**src/verilog/scan_pkg.sv**
```systemverilog
`default_nettype none
package scan_pkg;
    localparam int ADDRESS_NUMBER    = 15;  // row address bits
    localparam int COLADDR_NUMBER    = 10;  // column bits with 3 lsbs inside a burst
    localparam int NUM_RC_BURST_BITS = 22;  // {row, col8}
    localparam int NUM_XFER_BITS     = 6;   // 0 encodes 64 bursts
    localparam int FRAME_WIDTH_BITS  = 13;
    localparam int FRAME_HEIGHT_BITS = 16;
    localparam int LAST_FRAME_BITS   = 16;
    localparam int CALC_LATENCY      = 9;   // recalc to valid descriptor
    localparam int READ_START_PAGES  = 4;   // buffer pages free at read frame start
    localparam int NEED_PAGES        = 3;   // credit that turns want into need

    typedef enum logic [3:0] {
        MODE        = 4'd0,
        START_ADDR  = 4'd2,
        FRAME_SIZE  = 4'd3,
        FRAME_LAST  = 4'd4,
        FULL_WIDTH  = 4'd5,
        WINDOW_WH   = 4'd6,
        WINDOW_X0Y0 = 4'd7
    } scan_reg_e;

    typedef struct packed {
        logic       rsvd_hi;      // reserved
        logic       dis_need;
        logic       repeat_mode;  // keep frames going until disabled
        logic       single;
        logic       rst_frame;
        logic [2:0] rsvd;
        logic [1:0] extra_pages;  // pages the client holds beyond one
        logic       write;        // set for writes to memory
        logic       enable;
        logic       nreset;       // 0 holds the channel in reset
    } scan_mode_t;

    typedef struct packed {
        scan_mode_t                   mode;
        logic [FRAME_WIDTH_BITS:0]    frame_full_width;  // line pitch of 8 rows, in bursts
        logic [FRAME_WIDTH_BITS:0]    window_width;
        logic [FRAME_HEIGHT_BITS:0]   window_height;
        logic [FRAME_WIDTH_BITS-1:0]  window_x0;
        logic [FRAME_HEIGHT_BITS-1:0] window_y0;
        logic [NUM_RC_BURST_BITS-1:0] start_addr;        // current frame base
    } scan_cfg_t;

    typedef struct packed {
        logic [2:0]                bank;
        logic [ADDRESS_NUMBER-1:0] row;
        logic [COLADDR_NUMBER-4:0] col;          // column in bursts
        logic [NUM_XFER_BITS-1:0]  num128;
        logic                      partial;      // first half of a page split
        logic                      last_in_row;
        logic                      last_row;
    } scan_xfer_t;

    typedef enum logic [2:0] {
        IDLE,
        CALC,
        REQUEST,
        FRAME_END
    } scan_state_e;
endpackage
`default_nettype wire

```
**src/verilog/scan_regs.sv**
```systemverilog
`timescale 1ns/10ps
`default_nettype none
module scan_regs import scan_pkg::*; (
    input  wire                        mclk,
    input  wire                        mrst,
    input  wire                        cmd_we,        // register write strobe
    input  wire scan_reg_e             cmd_addr,
    input  wire [31:0]                 cmd_data,
    input  wire                        frame_go,      // frame accepted by the FSM
    output scan_cfg_t                  cfg,
    output logic                       param_write,   // any write, aligned with the new values
    output logic                       frame_enable,  // next frame_start may be taken
    output logic [LAST_FRAME_BITS-1:0] frame_number
);
    scan_mode_t                   wr_mode;      // write data seen as a mode word
    logic [NUM_RC_BURST_BITS-1:0] range_start;  // first frame of the range
    logic [NUM_RC_BURST_BITS-1:0] frame_size;   // address step between frames
    logic [LAST_FRAME_BITS-1:0]   last_frame;
    logic [NUM_RC_BURST_BITS-1:0] next_start;   // base of the next accepted frame
    logic [LAST_FRAME_BITS-1:0]   frame_cntr;   // number of the next frame
    logic                         restart;      // range restart, lags the write by one
    logic                         is_last;
    logic                         lsw_zero;     // 0 width means full 8192
    logic                         msw_zero;     // 0 height means full 65536

    assign wr_mode  = scan_mode_t'(cmd_data[$bits(scan_mode_t)-1:0]);
    assign is_last  = (frame_cntr == last_frame);
    assign lsw_zero = ~|cmd_data[FRAME_WIDTH_BITS-1:0];
    assign msw_zero = ~|cmd_data[31:16];

    always_ff @(posedge mclk) begin
        if (mrst) begin
            cfg          <= '0;
            range_start  <= '0;
            frame_size   <= '0;
            last_frame   <= '0;
            next_start   <= '0;
            frame_cntr   <= '0;
            frame_number <= '0;
            restart      <= 1'b0;
            param_write  <= 1'b0;
            frame_enable <= 1'b0;
        end else begin
            param_write <= cmd_we;
            restart     <= cmd_we && ((cmd_addr inside {START_ADDR, FRAME_SIZE, FRAME_LAST}) ||
                                      (cmd_addr == MODE && wr_mode.rst_frame));
            if (cmd_we) begin
                case (cmd_addr)
                    MODE:        cfg.mode <= wr_mode;
                    START_ADDR: begin
                        range_start <= cmd_data[NUM_RC_BURST_BITS-1:0];
                        frame_size  <= NUM_RC_BURST_BITS'(1);  // one frame until resized
                    end
                    FRAME_SIZE:  frame_size <= cmd_data[NUM_RC_BURST_BITS-1:0];
                    FRAME_LAST:  last_frame <= cmd_data[LAST_FRAME_BITS-1:0];
                    FULL_WIDTH:  cfg.frame_full_width <= {lsw_zero, cmd_data[FRAME_WIDTH_BITS-1:0]};
                    WINDOW_WH: begin
                        cfg.window_width  <= {lsw_zero, cmd_data[FRAME_WIDTH_BITS-1:0]};
                        cfg.window_height <= {msw_zero, cmd_data[31:16]};
                    end
                    WINDOW_X0Y0: begin
                        cfg.window_x0 <= cmd_data[FRAME_WIDTH_BITS-1:0];
                        cfg.window_y0 <= cmd_data[31:16];
                    end
                    default: ;
                endcase
            end
            if (restart) begin                         // back to the first frame of the range
                next_start   <= range_start;
                frame_cntr   <= '0;
                frame_number <= '0;
            end else if (frame_go) begin
                cfg.start_addr <= next_start;
                next_start     <= is_last ? range_start : next_start + frame_size;
                frame_cntr     <= is_last ? '0 : frame_cntr + 1'b1;
                frame_number   <= frame_cntr;
            end
            if ((cmd_we && cmd_addr == MODE && wr_mode.single) || cfg.mode.repeat_mode)
                frame_enable <= 1'b1;
            else if (frame_go)
                frame_enable <= 1'b0;                  // single frame used up
        end
    end
endmodule
`default_nettype wire

```
**src/verilog/scan_addr_calc.sv**
```systemverilog
`timescale 1ns/10ps
`default_nettype none
module scan_addr_calc import scan_pkg::*; (
    input  wire                         mclk,
    input  wire                         mrst,
    input  wire scan_cfg_t              cfg,
    input  wire                         recalc,     // restart from curr_x/curr_y
    input  wire [FRAME_WIDTH_BITS-1:0]  curr_x,     // relative to window left
    input  wire [FRAME_HEIGHT_BITS-1:0] curr_y,     // relative to window top
    input  wire                         continued,  // last start was a partial transfer
    output scan_xfer_t                  xfer,
    output logic                        calc_valid,
    output logic [NUM_XFER_BITS-1:0]    leftover    // bursts pushed past the page end
);
    logic [CALC_LATENCY-2:0]                   step;  // one-hot stage enables
    logic [FRAME_WIDTH_BITS-1:0]               frame_x;
    logic [FRAME_HEIGHT_BITS-1:0]              frame_y;
    logic [FRAME_HEIGHT_BITS:0]                next_y;
    logic [FRAME_WIDTH_BITS:0]                 row_left;  // bursts left in the line
    logic                                      cont_r;
    logic [FRAME_HEIGHT_BITS-4:0]              y8;        // line index with bank bits removed
    logic [FRAME_HEIGHT_BITS+FRAME_WIDTH_BITS-3:0] prod_w;
    logic [NUM_RC_BURST_BITS-1:0]              mul_r;
    logic [NUM_RC_BURST_BITS-1:0]              line_base;
    logic [NUM_RC_BURST_BITS-1:0]              row_col;
    logic [COLADDR_NUMBER-3:0]                 page_left;  // bursts to the page end, up to 128
    logic [NUM_XFER_BITS:0]                    lim_xfer;   // row_left capped at 64
    logic [NUM_XFER_BITS:0]                    num;
    logic                                      limited_w;
    logic                                      partial_r;
    logic                                      last_in_row_r;
    logic                                      last_row_r;

    assign prod_w    = y8 * cfg.frame_full_width;
    assign limited_w = page_left < {1'b0, lim_xfer};  // page end comes first

    always_ff @(posedge mclk) begin
        if (mrst)
            step <= '0;
        else if (recalc)
            step <= {{(CALC_LATENCY-2){1'b0}}, 1'b1};  // drops any run in flight
        else
            step <= {step[CALC_LATENCY-3:0], 1'b0};

        if (mrst || recalc)
            calc_valid <= 1'b0;
        else if (step[CALC_LATENCY-2])
            calc_valid <= 1'b1;
    end

    always_ff @(posedge mclk) begin
        if (recalc) begin
            frame_x  <= curr_x + cfg.window_x0;
            frame_y  <= curr_y + cfg.window_y0;
            next_y   <= curr_y + 1'b1;
            row_left <= cfg.window_width - curr_x;
            cont_r   <= continued;
        end
        if (step[0]) y8 <= frame_y[FRAME_HEIGHT_BITS-1:3];
        if (step[1]) mul_r <= prod_w[NUM_RC_BURST_BITS-1:0];  // top bits fall off
        if (step[2]) line_base <= cfg.start_addr + mul_r;
        if (step[3]) row_col <= line_base + frame_x;
        if (step[4]) begin
            page_left <= {1'b1, {(COLADDR_NUMBER-3){1'b0}}} - row_col[COLADDR_NUMBER-4:0];
            lim_xfer  <= (|row_left[FRAME_WIDTH_BITS:NUM_XFER_BITS]) ?
                         {1'b1, {NUM_XFER_BITS{1'b0}}} : row_left[NUM_XFER_BITS:0];
        end
        if (step[5]) begin
            partial_r <= limited_w && !cont_r;          // a continuation never splits again
            num       <= cont_r    ? {1'b0, leftover} :
                         limited_w ? page_left[NUM_XFER_BITS:0] : lim_xfer;
            if (!cont_r)
                leftover <= NUM_XFER_BITS'(lim_xfer - page_left[NUM_XFER_BITS:0]);
        end
        if (step[6]) begin
            last_in_row_r <= (row_left == num);
            last_row_r    <= (next_y == cfg.window_height);
        end
        if (step[7]) begin                              // descriptor changes only here
            xfer.bank        <= frame_y[2:0];
            xfer.row         <= row_col[NUM_RC_BURST_BITS-1:COLADDR_NUMBER-3];
            xfer.col         <= row_col[COLADDR_NUMBER-4:0];
            xfer.num128      <= num[NUM_XFER_BITS-1:0];  // 64 wraps to 0
            xfer.partial     <= partial_r;
            xfer.last_in_row <= last_in_row_r;
            xfer.last_row    <= last_row_r;
        end
    end
endmodule
`default_nettype wire

```
**src/verilog/scan_page_credit.sv**
```systemverilog
`timescale 1ns/10ps
`default_nettype none
module scan_page_credit import scan_pkg::*; (
    input  wire             mclk,
    input  wire             mrst,
    input  wire scan_cfg_t  cfg,
    input  wire             frame_go,
    input  wire             xfer_go,
    input  wire             partial,    // descriptor of the starting transfer
    input  wire             next_page,  // client released a buffer page
    input  wire             xfer_done,
    output logic [2:0]      page_cntr,  // pages available to the sequencer
    output logic            pending_zero
);
    logic [2:0] pending;   // started but not finished
    logic       chn_rst;
    logic       start_np;  // start that uses up a page

    assign chn_rst      = !cfg.mode.nreset;
    assign start_np     = xfer_go && !partial;  // split pair shares one page
    assign pending_zero = (pending == '0);

    always_ff @(posedge mclk) begin
        if (mrst || chn_rst)
            page_cntr <= '0;
        else if (frame_go)
            page_cntr <= cfg.mode.write ? 3'd0 : 3'(READ_START_PAGES);
        else if (start_np && !next_page)
            page_cntr <= page_cntr - 1'b1;
        else if (!start_np && next_page)
            page_cntr <= page_cntr + 1'b1;

        if (mrst || chn_rst || frame_go)
            pending <= '0;
        else if (xfer_go && !xfer_done)
            pending <= pending + 1'b1;
        else if (!xfer_go && xfer_done)
            pending <= pending - 1'b1;
    end
endmodule
`default_nettype wire

```
**src/verilog/scan_seq_fsm.sv**
```systemverilog
`timescale 1ns/10ps
`default_nettype none
module scan_seq_fsm import scan_pkg::*; (
    input  wire                          mclk,
    input  wire                          mrst,
    input  wire scan_cfg_t               cfg,
    input  wire                          frame_enable,
    input  wire                          param_write,
    input  wire                          frame_start,
    input  wire                          xfer_grant,
    input  wire scan_xfer_t              xfer,
    input  wire                          calc_valid,
    input  wire [2:0]                    page_cntr,
    input  wire                          pending_zero,
    output logic                         recalc,
    output logic                         frame_go,
    output logic                         xfer_go,       // any start, read or write
    output logic [FRAME_WIDTH_BITS-1:0]  curr_x,
    output logic [FRAME_HEIGHT_BITS-1:0] curr_y,
    output logic                         continued,
    output logic                         xfer_want,
    output logic                         xfer_need,
    output logic                         xfer_start_rd,
    output logic                         xfer_start_wr,
    output logic                         frame_done,
    output logic                         frame_finished
);
    scan_state_e            state;
    logic                   chn_rst;
    logic                   chn_en;
    logic                   accept;      // frame_start taken this cycle
    logic                   start;       // grant taken this cycle
    logic                   raise;       // want goes up
    logic                   need_ok;
    logic [NUM_XFER_BITS:0] num;         // decoded length, 1..64

    assign chn_rst = !cfg.mode.nreset;
    assign chn_en  = cfg.mode.nreset && cfg.mode.enable;
    assign accept  = (state == IDLE) && frame_start && frame_enable && chn_en;
    assign start   = (state == REQUEST) && xfer_grant && !chn_rst;
    assign raise   = (state == CALC) && calc_valid && !recalc && chn_en &&
                     (page_cntr > {1'b0, cfg.mode.extra_pages});
    assign need_ok = (page_cntr >= NEED_PAGES) && !cfg.mode.dis_need;
    assign num     = {xfer.num128 == '0, xfer.num128};

    always_ff @(posedge mclk) begin
        if (mrst) begin
            recalc        <= 1'b0;
            frame_go      <= 1'b0;
            xfer_go       <= 1'b0;
            xfer_start_rd <= 1'b0;
            xfer_start_wr <= 1'b0;
            frame_done    <= 1'b0;
        end else begin
            recalc        <= accept || start || param_write;  // x/y or parameters moved
            frame_go      <= accept;
            xfer_go       <= start;
            xfer_start_rd <= start && !cfg.mode.write;
            xfer_start_wr <= start && cfg.mode.write;
            frame_done    <= (state == FRAME_END) && pending_zero && !xfer_go && !chn_rst;
        end

        if (mrst || chn_rst) begin
            state          <= IDLE;
            xfer_want      <= 1'b0;
            xfer_need      <= 1'b0;
            curr_x         <= '0;
            curr_y         <= '0;
            continued      <= 1'b0;
            frame_finished <= 1'b0;
        end else begin
            case (state)
                IDLE: if (accept) begin                 // frames start at the window corner
                    state          <= CALC;
                    curr_x         <= '0;
                    curr_y         <= '0;
                    continued      <= 1'b0;
                    frame_finished <= 1'b0;
                end
                CALC: if (raise) begin
                    state     <= REQUEST;
                    xfer_want <= 1'b1;
                    xfer_need <= need_ok;
                end
                REQUEST: if (xfer_grant) begin
                    xfer_want <= 1'b0;
                    xfer_need <= 1'b0;
                    continued <= xfer.partial;
                    if (xfer.last_in_row) begin
                        curr_x <= '0;
                        curr_y <= curr_y + 1'b1;
                    end else begin
                        curr_x <= curr_x + num;
                    end
                    state <= (xfer.last_in_row && xfer.last_row) ? FRAME_END : CALC;
                end else begin
                    xfer_need <= need_ok;               // credit may rise while waiting
                end
                FRAME_END: if (pending_zero && !xfer_go) begin  // count lags the start by one
                    state          <= IDLE;
                    frame_finished <= 1'b1;
                end
                default: state <= IDLE;
            endcase
        end
    end
endmodule
`default_nettype wire

```
**src/verilog/scan_linear_rw.sv**
```systemverilog
`timescale 1ns/10ps
`default_nettype none
module scan_linear_rw import scan_pkg::*; (
    input  wire                        mclk,
    input  wire                        mrst,
    input  wire                        cmd_we,
    input  wire scan_reg_e             cmd_addr,
    input  wire [31:0]                 cmd_data,
    input  wire                        frame_start,
    input  wire                        next_page,
    input  wire                        xfer_grant,
    input  wire                        xfer_done,
    output logic                       xfer_want,
    output logic                       xfer_need,
    output logic                       xfer_start_rd,
    output logic                       xfer_start_wr,
    output scan_xfer_t                 xfer,
    output logic                       cmd_wrmem,
    output logic                       frame_done,
    output logic                       frame_finished,
    output logic [LAST_FRAME_BITS-1:0] frame_number
);
    scan_cfg_t                    cfg;
    logic                         param_write;
    logic                         frame_enable;
    logic                         frame_go;
    logic                         recalc;
    logic                         calc_valid;
    logic                         xfer_go;
    logic                         continued;
    logic [FRAME_WIDTH_BITS-1:0]  curr_x;
    logic [FRAME_HEIGHT_BITS-1:0] curr_y;
    logic [2:0]                   page_cntr;
    logic                         pending_zero;

    assign cmd_wrmem = cfg.mode.write;  // 1: channel writes to memory

    scan_regs regs_i (
        .mclk, .mrst, .cmd_we, .cmd_addr, .cmd_data, .frame_go,
        .cfg, .param_write, .frame_enable, .frame_number
    );

    scan_addr_calc calc_i (
        .mclk, .mrst, .cfg, .recalc, .curr_x, .curr_y, .continued,
        .xfer, .calc_valid, .leftover ()
    );

    scan_page_credit credit_i (
        .mclk, .mrst, .cfg, .frame_go, .xfer_go, .partial (xfer.partial),
        .next_page, .xfer_done, .page_cntr, .pending_zero
    );

    scan_seq_fsm fsm_i (
        .mclk, .mrst, .cfg, .frame_enable, .param_write, .frame_start, .xfer_grant,
        .xfer, .calc_valid, .page_cntr, .pending_zero,
        .recalc, .frame_go, .xfer_go, .curr_x, .curr_y, .continued,
        .xfer_want, .xfer_need, .xfer_start_rd, .xfer_start_wr, .frame_done, .frame_finished
    );
endmodule
`default_nettype wire

```
**config.mk**
```make
export PLATFORM = sky130hd
export DESIGN_NAME = scan_linear_rw
export DESIGN_NICKNAME = d
export VERILOG_FILES = /design/src/verilog/scan_pkg.sv /design/src/verilog/scan_regs.sv /design/src/verilog/scan_addr_calc.sv /design/src/verilog/scan_page_credit.sv /design/src/verilog/scan_seq_fsm.sv /design/src/verilog/scan_linear_rw.sv
export SDC_FILE = /design/constraint.sdc
export NUM_CORES = 1
export LEC_CHECK = 0
export BUFFER_PORTS_ARGS = -buffer_cell sky130_fd_sc_hd__buf_2
export CAP_MARGIN = 40
export CORE_ASPECT_RATIO = 2
export CORE_MARGIN = 4
export CORE_UTILIZATION = 63
export DETAILED_ROUTE_END_ITERATION = 10
export GPL_TIMING_DRIVEN = 0
export MAX_ROUTING_LAYER = met4
export PLACE_DENSITY_LB_ADDON = 0.25
export SETUP_SLACK_MARGIN = 0.02
export SYNTH_ARGS = -nofsm -noshare
export SYNTH_HDL_FRONTEND = slang
export SYNTH_SLANG_ARGS = --single-unit
export TNS_END_PERCENT = 5
```
**constraint.sdc**
```tcl
create_clock -name mclk -period 7.65 [get_ports mclk]
set_clock_uncertainty 0.2 [all_clocks]
set_input_delay 0 -clock mclk [delete_from_list [all_inputs] [get_ports mclk]]
set_output_delay 0 -clock mclk [all_outputs]
set_load 0.05 [all_outputs]
```
Yosys cells after proc, flatten, opt, wreduce, memory -nomap -nowiden
Cells that the tools add are included.
{ "totals": {"ff_bits": 482, "in_bits": 43} }
{ "op_classes": {"addsub": 16, "multipliers": 1, "n_lt_le_gt_ge": 3, "n_eq_ne": 17, "muxes": 41, "n_bitwise": 2, "n_reduce_logical": 80} }
{ "op_table": {"columns": ["op", "count"], "rows": [
  ["$mux W22", 3],
  ["$mux W16", 4],
  ["$add A22 B22 Y22", 2],
  ["$pmux W22 S2", 1],
  ["$mux W13", 3],
  ["$add A16 B1 Y16 const B", 2],
  ["$pmux W16 S2", 1],
  ["$mux W3", 10],
  ["$logic_and A1 B1 Y1", 28],
  ["$pmux W13 S2", 1],
  ["$add A22 B13 Y22", 1],
  ["$mul A13 B14 Y22", 1],
  ["$reduce_and A2 Y1", 10],
  ["$add A16 B1 Y17 const B", 1],
  ["$eq A17 B17 Y1", 1],
  ["$add A16 B16 Y16", 1],
  ["$eq A16 B16 Y1", 1],
  ["$eq A4 B3 Y1 const B", 4],
  ["$reduce_or A16 Y1", 1],
  ["$eq A14 B7 Y1", 1],
  ["$reduce_bool A2 Y1", 7],
  ["$sub A14 B13 Y14", 1],
  ["$add A13 B13 Y13", 1],
  ["$add A13 B7 Y13", 1],
  ["30 further kinds", 73]
]} }

Depth between registers and ports, before layout
{ "logic_depth": {"word_depth": 7, "mapped_depth": 20, "ltp_nobuf": 19} }

By module
A second synthesis with hierarchy kept.
{ "hier_totals": {"hier_cells": 3026, "hier_area_um2": 28631.2} }
{ "modules_own_cells": {"columns": ["mod", "instances", "cells_each", "area_each_um2"], "rows": [
  ["scan_addr_calc", 1, 1534, 16429.5],
  ["scan_regs", 1, 1205, 9629.2],
  ["scan_seq_fsm", 1, 247, 2198.4],
  ["scan_page_credit", 1, 40, 374.1]
]} }

Least setup slack after synthesis
No wires, ideal clock.
{ "synth_timing": {"kind": "reg2reg", "from": "reg calc_i.y8[3]", "to": "reg calc_i.mul_r[15] (data pin)", "arrival_time_ns": 5.043, "path_slack_ns": 2.150, "path_stages_with_launch": 19, "synth_period_minus_slack_ns": 5.500, "path_cell_list": "edfxtp_1 > clkbuf_1 > and2_1 > fa_1 > inv_1 > fa_1 > inv_1 > fa_1 > inv_1 > fa_1 > fa_1 > inv_1 > ha_1 > or4_1 > o22ai_1 > o21bai_1 > or2_2 > a21oi_1 > xnor2_1"} }
{ "synth_between": {"elab_chain_cells": 1} }
{ "synth_lines": {"columns": ["item", "line_no", "text"], "rows": [
  ["start, declared", "scan_addr_calc.sv:21", "logic [FRAME_HEIGHT_BITS-4:0] y8;"],
  ["start signal, assigned", "scan_addr_calc.sv:59", "if (step[0]) y8 <= frame_y[FRAME_HEIGHT_BITS-1:3];"],
  ["$mul A13 B14 Y22", "scan_addr_calc.sv:34", "assign prod_w = y8 * cfg.frame_full_width;"],
  ["named net calc_i.prod_w[15]", "scan_addr_calc.sv:22", "logic [FRAME_HEIGHT_BITS+FRAME_WIDTH_BITS-3:0] prod_w;"],
  ["end signal, assigned", "scan_addr_calc.sv:60", "if (step[1]) mul_r <= prod_w[NUM_RC_BURST_BITS-1:0];"],
  ["end, declared", "scan_addr_calc.sv:23", "logic [NUM_RC_BURST_BITS-1:0] mul_r;"]
]} }
The timed path passes the listed nets, and every way through them passes these cells.
A chain may end at the register's enable or synchronous reset.

Worst setup path in the final report
{ "layout_timing": {"from": "reg calc_i.y8[2]", "to": "reg calc_i.mul_r[20] (data pin)"} }
Same word-level chain as after synthesis.

==> summary.txt <==
Floorplanning
  • Floorplan Core Area: roughly 44,000 um2
  • Die ar.: between 40,000 and 50,000 um2
  • Rows: about 110
  • Die extent in y: around 310 um
  • I/O pin count: 100
  • Starting density of the core: a little under two thirds
  • Horiz. Die Dim: approximately 160 um

CTS
  • CTS-repair resized insts: 0
  • Root buffer cell: sky130_fd_sc_hd__clkbuf_16
  • H-Tree Depth: 2
  • CTS Hold Buffers Added: 50
  • Latest clock arrival within the worst-skew pair: ~0.58 ns
  • TritonCTS Buffers: 42
  • Total setup buffers inserted after CTS: 0
  • Post-CTS clock slew at the launch and capture registers of the worst setup and hold paths: 0.07 ns
  • Number of buffers on the longest clock path: 3
  • CTS tree: built
  • Sinks on Clock Net: around 480

Timing
  • Fraction of the cycle the final worst path needs: between 80% and 90%
  • Maximum clock frequency: around 160 MHz
  • Max-slew headroom: between 30 and 40%
  • Final critical-path required period: approximately 6.2 ns
  • Hold Violations, Final: 0
  • Final Max Slew Viols: 0
  • Setup TNS Final: 0 ns
  • Transition at the pin with the smallest max-transition slack: around 0.93 ns
  • RSZ-0062 raised after global routing: no
  • Endpoints failing setup: 0

Place
  • Routability Congestion: between 1 and 1.5
  • Buffers on Ports: 90
  • Detailed placement HPWL: 57.0 mm

Global route
  • Vias in the first global route: about 22,000
  • Initial antenna violation count: 0
  • Total overflow reported by the global router: 0
  • Maximum number of pins on one net before global-route repair: 36
  • All-Layer GR Usage: about a third
  • Global-route wire length before repair: roughly 120 mm

Worst setup path
  • Worst stage delay on the critical path: around 0.54 ns
  • Worst reg2reg setup slack: 1.45 ns
  • Critical setup path kind: reg -> reg
  • Cells along the critical path: clkbuf_1 > and2_1 > fa_1 > inv_1 > fa_1 > inv_1 > fa_1 > inv_1 > fa_1 > fa_1 > inv_1 > ha_1 > o21a_1 > o31a_1 > o211ai_1 > a21oi_1 > o31ai_1 > o21ai_0 > a21oi_1 > xnor2_1
  • CP Launch Type: register
  • CP Data Required Time: a little under 8 ns
  • Most repeated library cell on the critical path: sky130_fd_sc_hd__fa_1
  • Worst reg2reg startpoint: calc_i.y8[2]
  • Buffers and inverters on the worst path: 5
  • Reg-to-reg critical path endpoint: calc_i.mul_r[20]
  • Critical path peak fanout: 10
  • Kind of cell adding the most delay to the critical path: adder cells
  • Element type at the critical path end: register
  • Cell at the slowest stage of the critical path: sky130_fd_sc_hd__fa_1
  • FF-to-FF path depth: 20
  • Crit path DAT: 6.31 ns

Synth
  • Commonest register cell after synthesis: sky130_fd_sc_hd__dfxtp_1
  • Warnings, synthesis: 0
  • Share of async-settable or async-resettable flops after synthesis: 0%
  • Fraction of the yosys area taken by sequential cells: about two fifths
  • Commonest cells in the synthesized netlist: 480 x sky130_fd_sc_hd__nand2_1, 276 x sky130_fd_sc_hd__dfxtp_1, 274 x sky130_fd_sc_hd__inv_1
  • Largest family of logic cells by synthesized area: adder cells
  • Xor and xnor fraction of the mapped netlist area: about 6%
  • Share of the synthesized area in the top cell type: ~22%
  • Number of enable-type register cells in the synthesized netlist: just over 200
  • Register bit total from synthesis: between 400 and 500
  • Number of instances in the synthesized netlist: 2,935
  • Library cell with the largest summed area after synthesis: sky130_fd_sc_hd__edfxtp_1
  • Fraction of synthesized area in multiplexers: between 1 and 1.5%
  • Synth Net Count: 3,284
  • Post-synthesis compound-gate area fraction: 11.3%
  • Number of distinct library cells after synthesis: 77
  • Biggest area contributors in the synthesized netlist: sky130_fd_sc_hd__edfxtp_1 22%, sky130_fd_sc_hd__dfxtp_1 20%, sky130_fd_sc_hd__fa_1 9.6%
  • Cell with the most instances after synthesis: sky130_fd_sc_hd__nand2_1
  • Cell area after technology mapping: between 20,000 and 30,000 um2
  • Simple-gate share of the synthesized area: 16.6%
  • Avg Synthesized Cell Area: 9.49 um2
  • Post-synthesis share of cell area spent on full adders, half adders and majority gates: 17.4%

Final layout
  • Ant diodes: 0
  • Area growth from synthesis to final layout: 11.2%
  • Fin nets: 3,479
  • Sequential cell area: ~12,000 um2
  • Post-route core utilization: about 71%
  • Fraction of layout cells with a size suffix above 1: under 10%
  • FILL cells: between 3,000 and 4,000
  • Multi-input combinational cell area: 14,700 um2

Route
  • Length of routed met3 wiring: 4.03 mm
  • Post-route DRC: 0
  • Post-DRT Antenna Nets: 0
  • Highest routed metal layer: met4
  • Detailed-route wire length: approximately 74 mm
  • Ratio of routed vias to standard cells: between 5 and 6
  • DRC marker count from the first detailed-route iteration: between 1,000 and 1,500
  • WL met1: between 20 and 30 mm
  • TritonRoute pass-1 iters: 6
  • Routed wirelength normalized by instance count: about 20 um
  • Total met2 wirelength after detailed routing: around 38 mm
  • Via total after detailed routing: roughly 22,000

Run status
  • Result of the run: finished clean

Power and ir drop
  • Sequential share of power: a little over half
  • Largest voltage drop on the vdd net: between 150 and 200 uV
  • Share of total power in the clock network: between 40 and 50%
  • Leakage power of the design: between 10 and 15 nW
  • Internal Pwr Total: between 3 and 4 mW
  • Switch share: about a quarter
  • Pwr Density: ~170 nW/um2
  • Power share of the combinational group: 5.9%
  • Total power after layout: a little over 5 mW
  • Net switching power: 1.22 mW

Hold path
  • HP Class: in -> reg
  • Start point of the worst hold path: cmd_data[14]
  • Worst hold stages: 4
  • Endpoint of the worst hold path: regs_i.last_frame[14]

Run
  • Number of max-capacitance violations reported: 0
## worst max path at each step
stage | start | endpoint | slack (ns) | depth (start not counted)
after floorplan | calc_i.y8[3] | calc_i.mul_r[15] | 2.15 | 18
after global placement | calc_i.y8[3] | calc_i.mul_r[20] | 1.62 | 20
after detailed placement | calc_i.y8[2] | calc_i.mul_r[20] | 1.45 | 20
after CTS | regs_i.cfg[87] | calc_i.mul_r[20] | 1.39 | 20
after global routing | calc_i.y8[3] | calc_i.mul_r[20] | 1.14 | 20
final | calc_i.y8[2] | calc_i.mul_r[20] | 1.45 | 20
## stage by stage
step | instances | hold slack [ns] | cell area (um2) | setup WS, ns
after CTS | 3714 | 0.0266 | 31000 | 1.39
after global placement | 3575 | 0.0653 | 29000 | 1.62
after floorplan | 2935 | -0.0718 | 27800 | 2.15
final | 3714 | 0.0619 | 31000 | 1.45
after detailed placement | 3586 | 0.0792 | 29100 | 1.45
after global routing | 3714 | 0.0881 | 31000 | 1.14
## sequential cells by signal, indices dropped and copies added, names as in the netlist, 17 cells and up
signal / count
calc_i.mul_r: 22
calc_i.next_y: 17
calc_i.xfer: 34
calc_i.line_base: 22
calc_i.row_col: 22
regs_i.next_start: 22
regs_i.frame_size: 22
regs_i.range_start: 22
regs_i.cfg: 103
## routing by layer
metal	track usage, %	vias to the layer above
li1	-	10200
met1	33.5	10300
met2	55.5	825
met3	3.47	311
met4	22.1	0
met5	-	-
## power by group through the flow
| stage | clock, mW | sequential (mW) | combinational (mW) |
|---|---|---|---|
| floorplan | 0 | 2.76 | 0.173 |
| global placement | 0 | 2.77 | 0.266 |
| detailed placement | 0 | 2.77 | 0.280 |
| CTS | 2.14 | 2.71 | 0.300 |
| global route | 2.25 | 2.71 | 0.329 |
| finish | 2.13 | 2.71 | 0.305 |
## worst register-to-register path, cell delays in order, from the launching register on
cell and delay (ns):
sky130_fd_sc_hd__edfxtp_1 0.50, sky130_fd_sc_hd__clkbuf_1 0.27, sky130_fd_sc_hd__and2_1 0.23, sky130_fd_sc_hd__fa_1 0.49, sky130_fd_sc_hd__inv_1 0.05, sky130_fd_sc_hd__fa_1 0.53
sky130_fd_sc_hd__inv_1 0.05, sky130_fd_sc_hd__fa_1 0.50, sky130_fd_sc_hd__inv_1 0.05, sky130_fd_sc_hd__fa_1 0.47, sky130_fd_sc_hd__fa_1 0.54, sky130_fd_sc_hd__inv_1 0.04
sky130_fd_sc_hd__ha_1 0.34, sky130_fd_sc_hd__o21a_1 0.13, sky130_fd_sc_hd__o31a_1 0.13, sky130_fd_sc_hd__o211ai_1 0.25, sky130_fd_sc_hd__a21oi_1 0.15, sky130_fd_sc_hd__o31ai_1 0.50
sky130_fd_sc_hd__o21ai_0 0.20, sky130_fd_sc_hd__a21oi_1 0.24, sky130_fd_sc_hd__xnor2_1 0.09
## area by class of cell
| type | instances | area share [%] |
|---|---|---|
| Sequential cell | 481 | 37.7 |
| Multi-Input combinational cell | 2058 | 47.3 |
| Tap cell | 550 | 2.22 |
| Clock inverter | 17 | 0.517 |
| Buffer | 122 | 1.56 |
| Timing Repair Buffer | 151 | 3.50 |
| Inverter | 274 | 3.32 |
| Clock buffer | 61 | 3.82 |
## layout by cell type, fill, tap and decap left out, types with 5 or more instances in the layout
master,instances
sky130_fd_sc_hd__a311oi_1,10
sky130_fd_sc_hd__a22o_1,7
sky130_fd_sc_hd__a21oi_1,261
sky130_fd_sc_hd__o211ai_1,6
sky130_fd_sc_hd__and2_1,112
sky130_fd_sc_hd__nor4_1,18
sky130_fd_sc_hd__nand3_1,50
sky130_fd_sc_hd__nand2_1,480
sky130_fd_sc_hd__a21o_1,27
sky130_fd_sc_hd__xor2_1,78
sky130_fd_sc_hd__nand2b_1,20
sky130_fd_sc_hd__o21ai_0,71
sky130_fd_sc_hd__nor2b_1,29
sky130_fd_sc_hd__fa_1,134
sky130_fd_sc_hd__mux2i_1,33
sky130_fd_sc_hd__a31oi_1,14
sky130_fd_sc_hd__and3_1,20
sky130_fd_sc_hd__dlygate4sd3_1,50
sky130_fd_sc_hd__clkbuf_1,121
sky130_fd_sc_hd__o21a_1,14
sky130_fd_sc_hd__or3_1,22
sky130_fd_sc_hd__and4_1,6
sky130_fd_sc_hd__inv_1,274
sky130_fd_sc_hd__buf_2,99
sky130_fd_sc_hd__buf_4,5
sky130_fd_sc_hd__or2_2,14
sky130_fd_sc_hd__a31o_2,5
sky130_fd_sc_hd__clkbuf_16,43
sky130_fd_sc_hd__o21bai_1,17
sky130_fd_sc_hd__a211oi_1,26
sky130_fd_sc_hd__dfxtp_1,274
sky130_fd_sc_hd__nor2_1,160
sky130_fd_sc_hd__xnor2_1,115
sky130_fd_sc_hd__nor3_1,46
sky130_fd_sc_hd__o31ai_1,7
sky130_fd_sc_hd__nand4_1,14
sky130_fd_sc_hd__ha_1,172
sky130_fd_sc_hd__edfxtp_1,205
## cell families after synthesis
group,count (synthesis)
simple gates,1007
compound gates,517
mux,35
buf+inv,396
xor+xnor,193
fa+ha+maj,306
flops,481
Power figures use the tool's default switching activity.
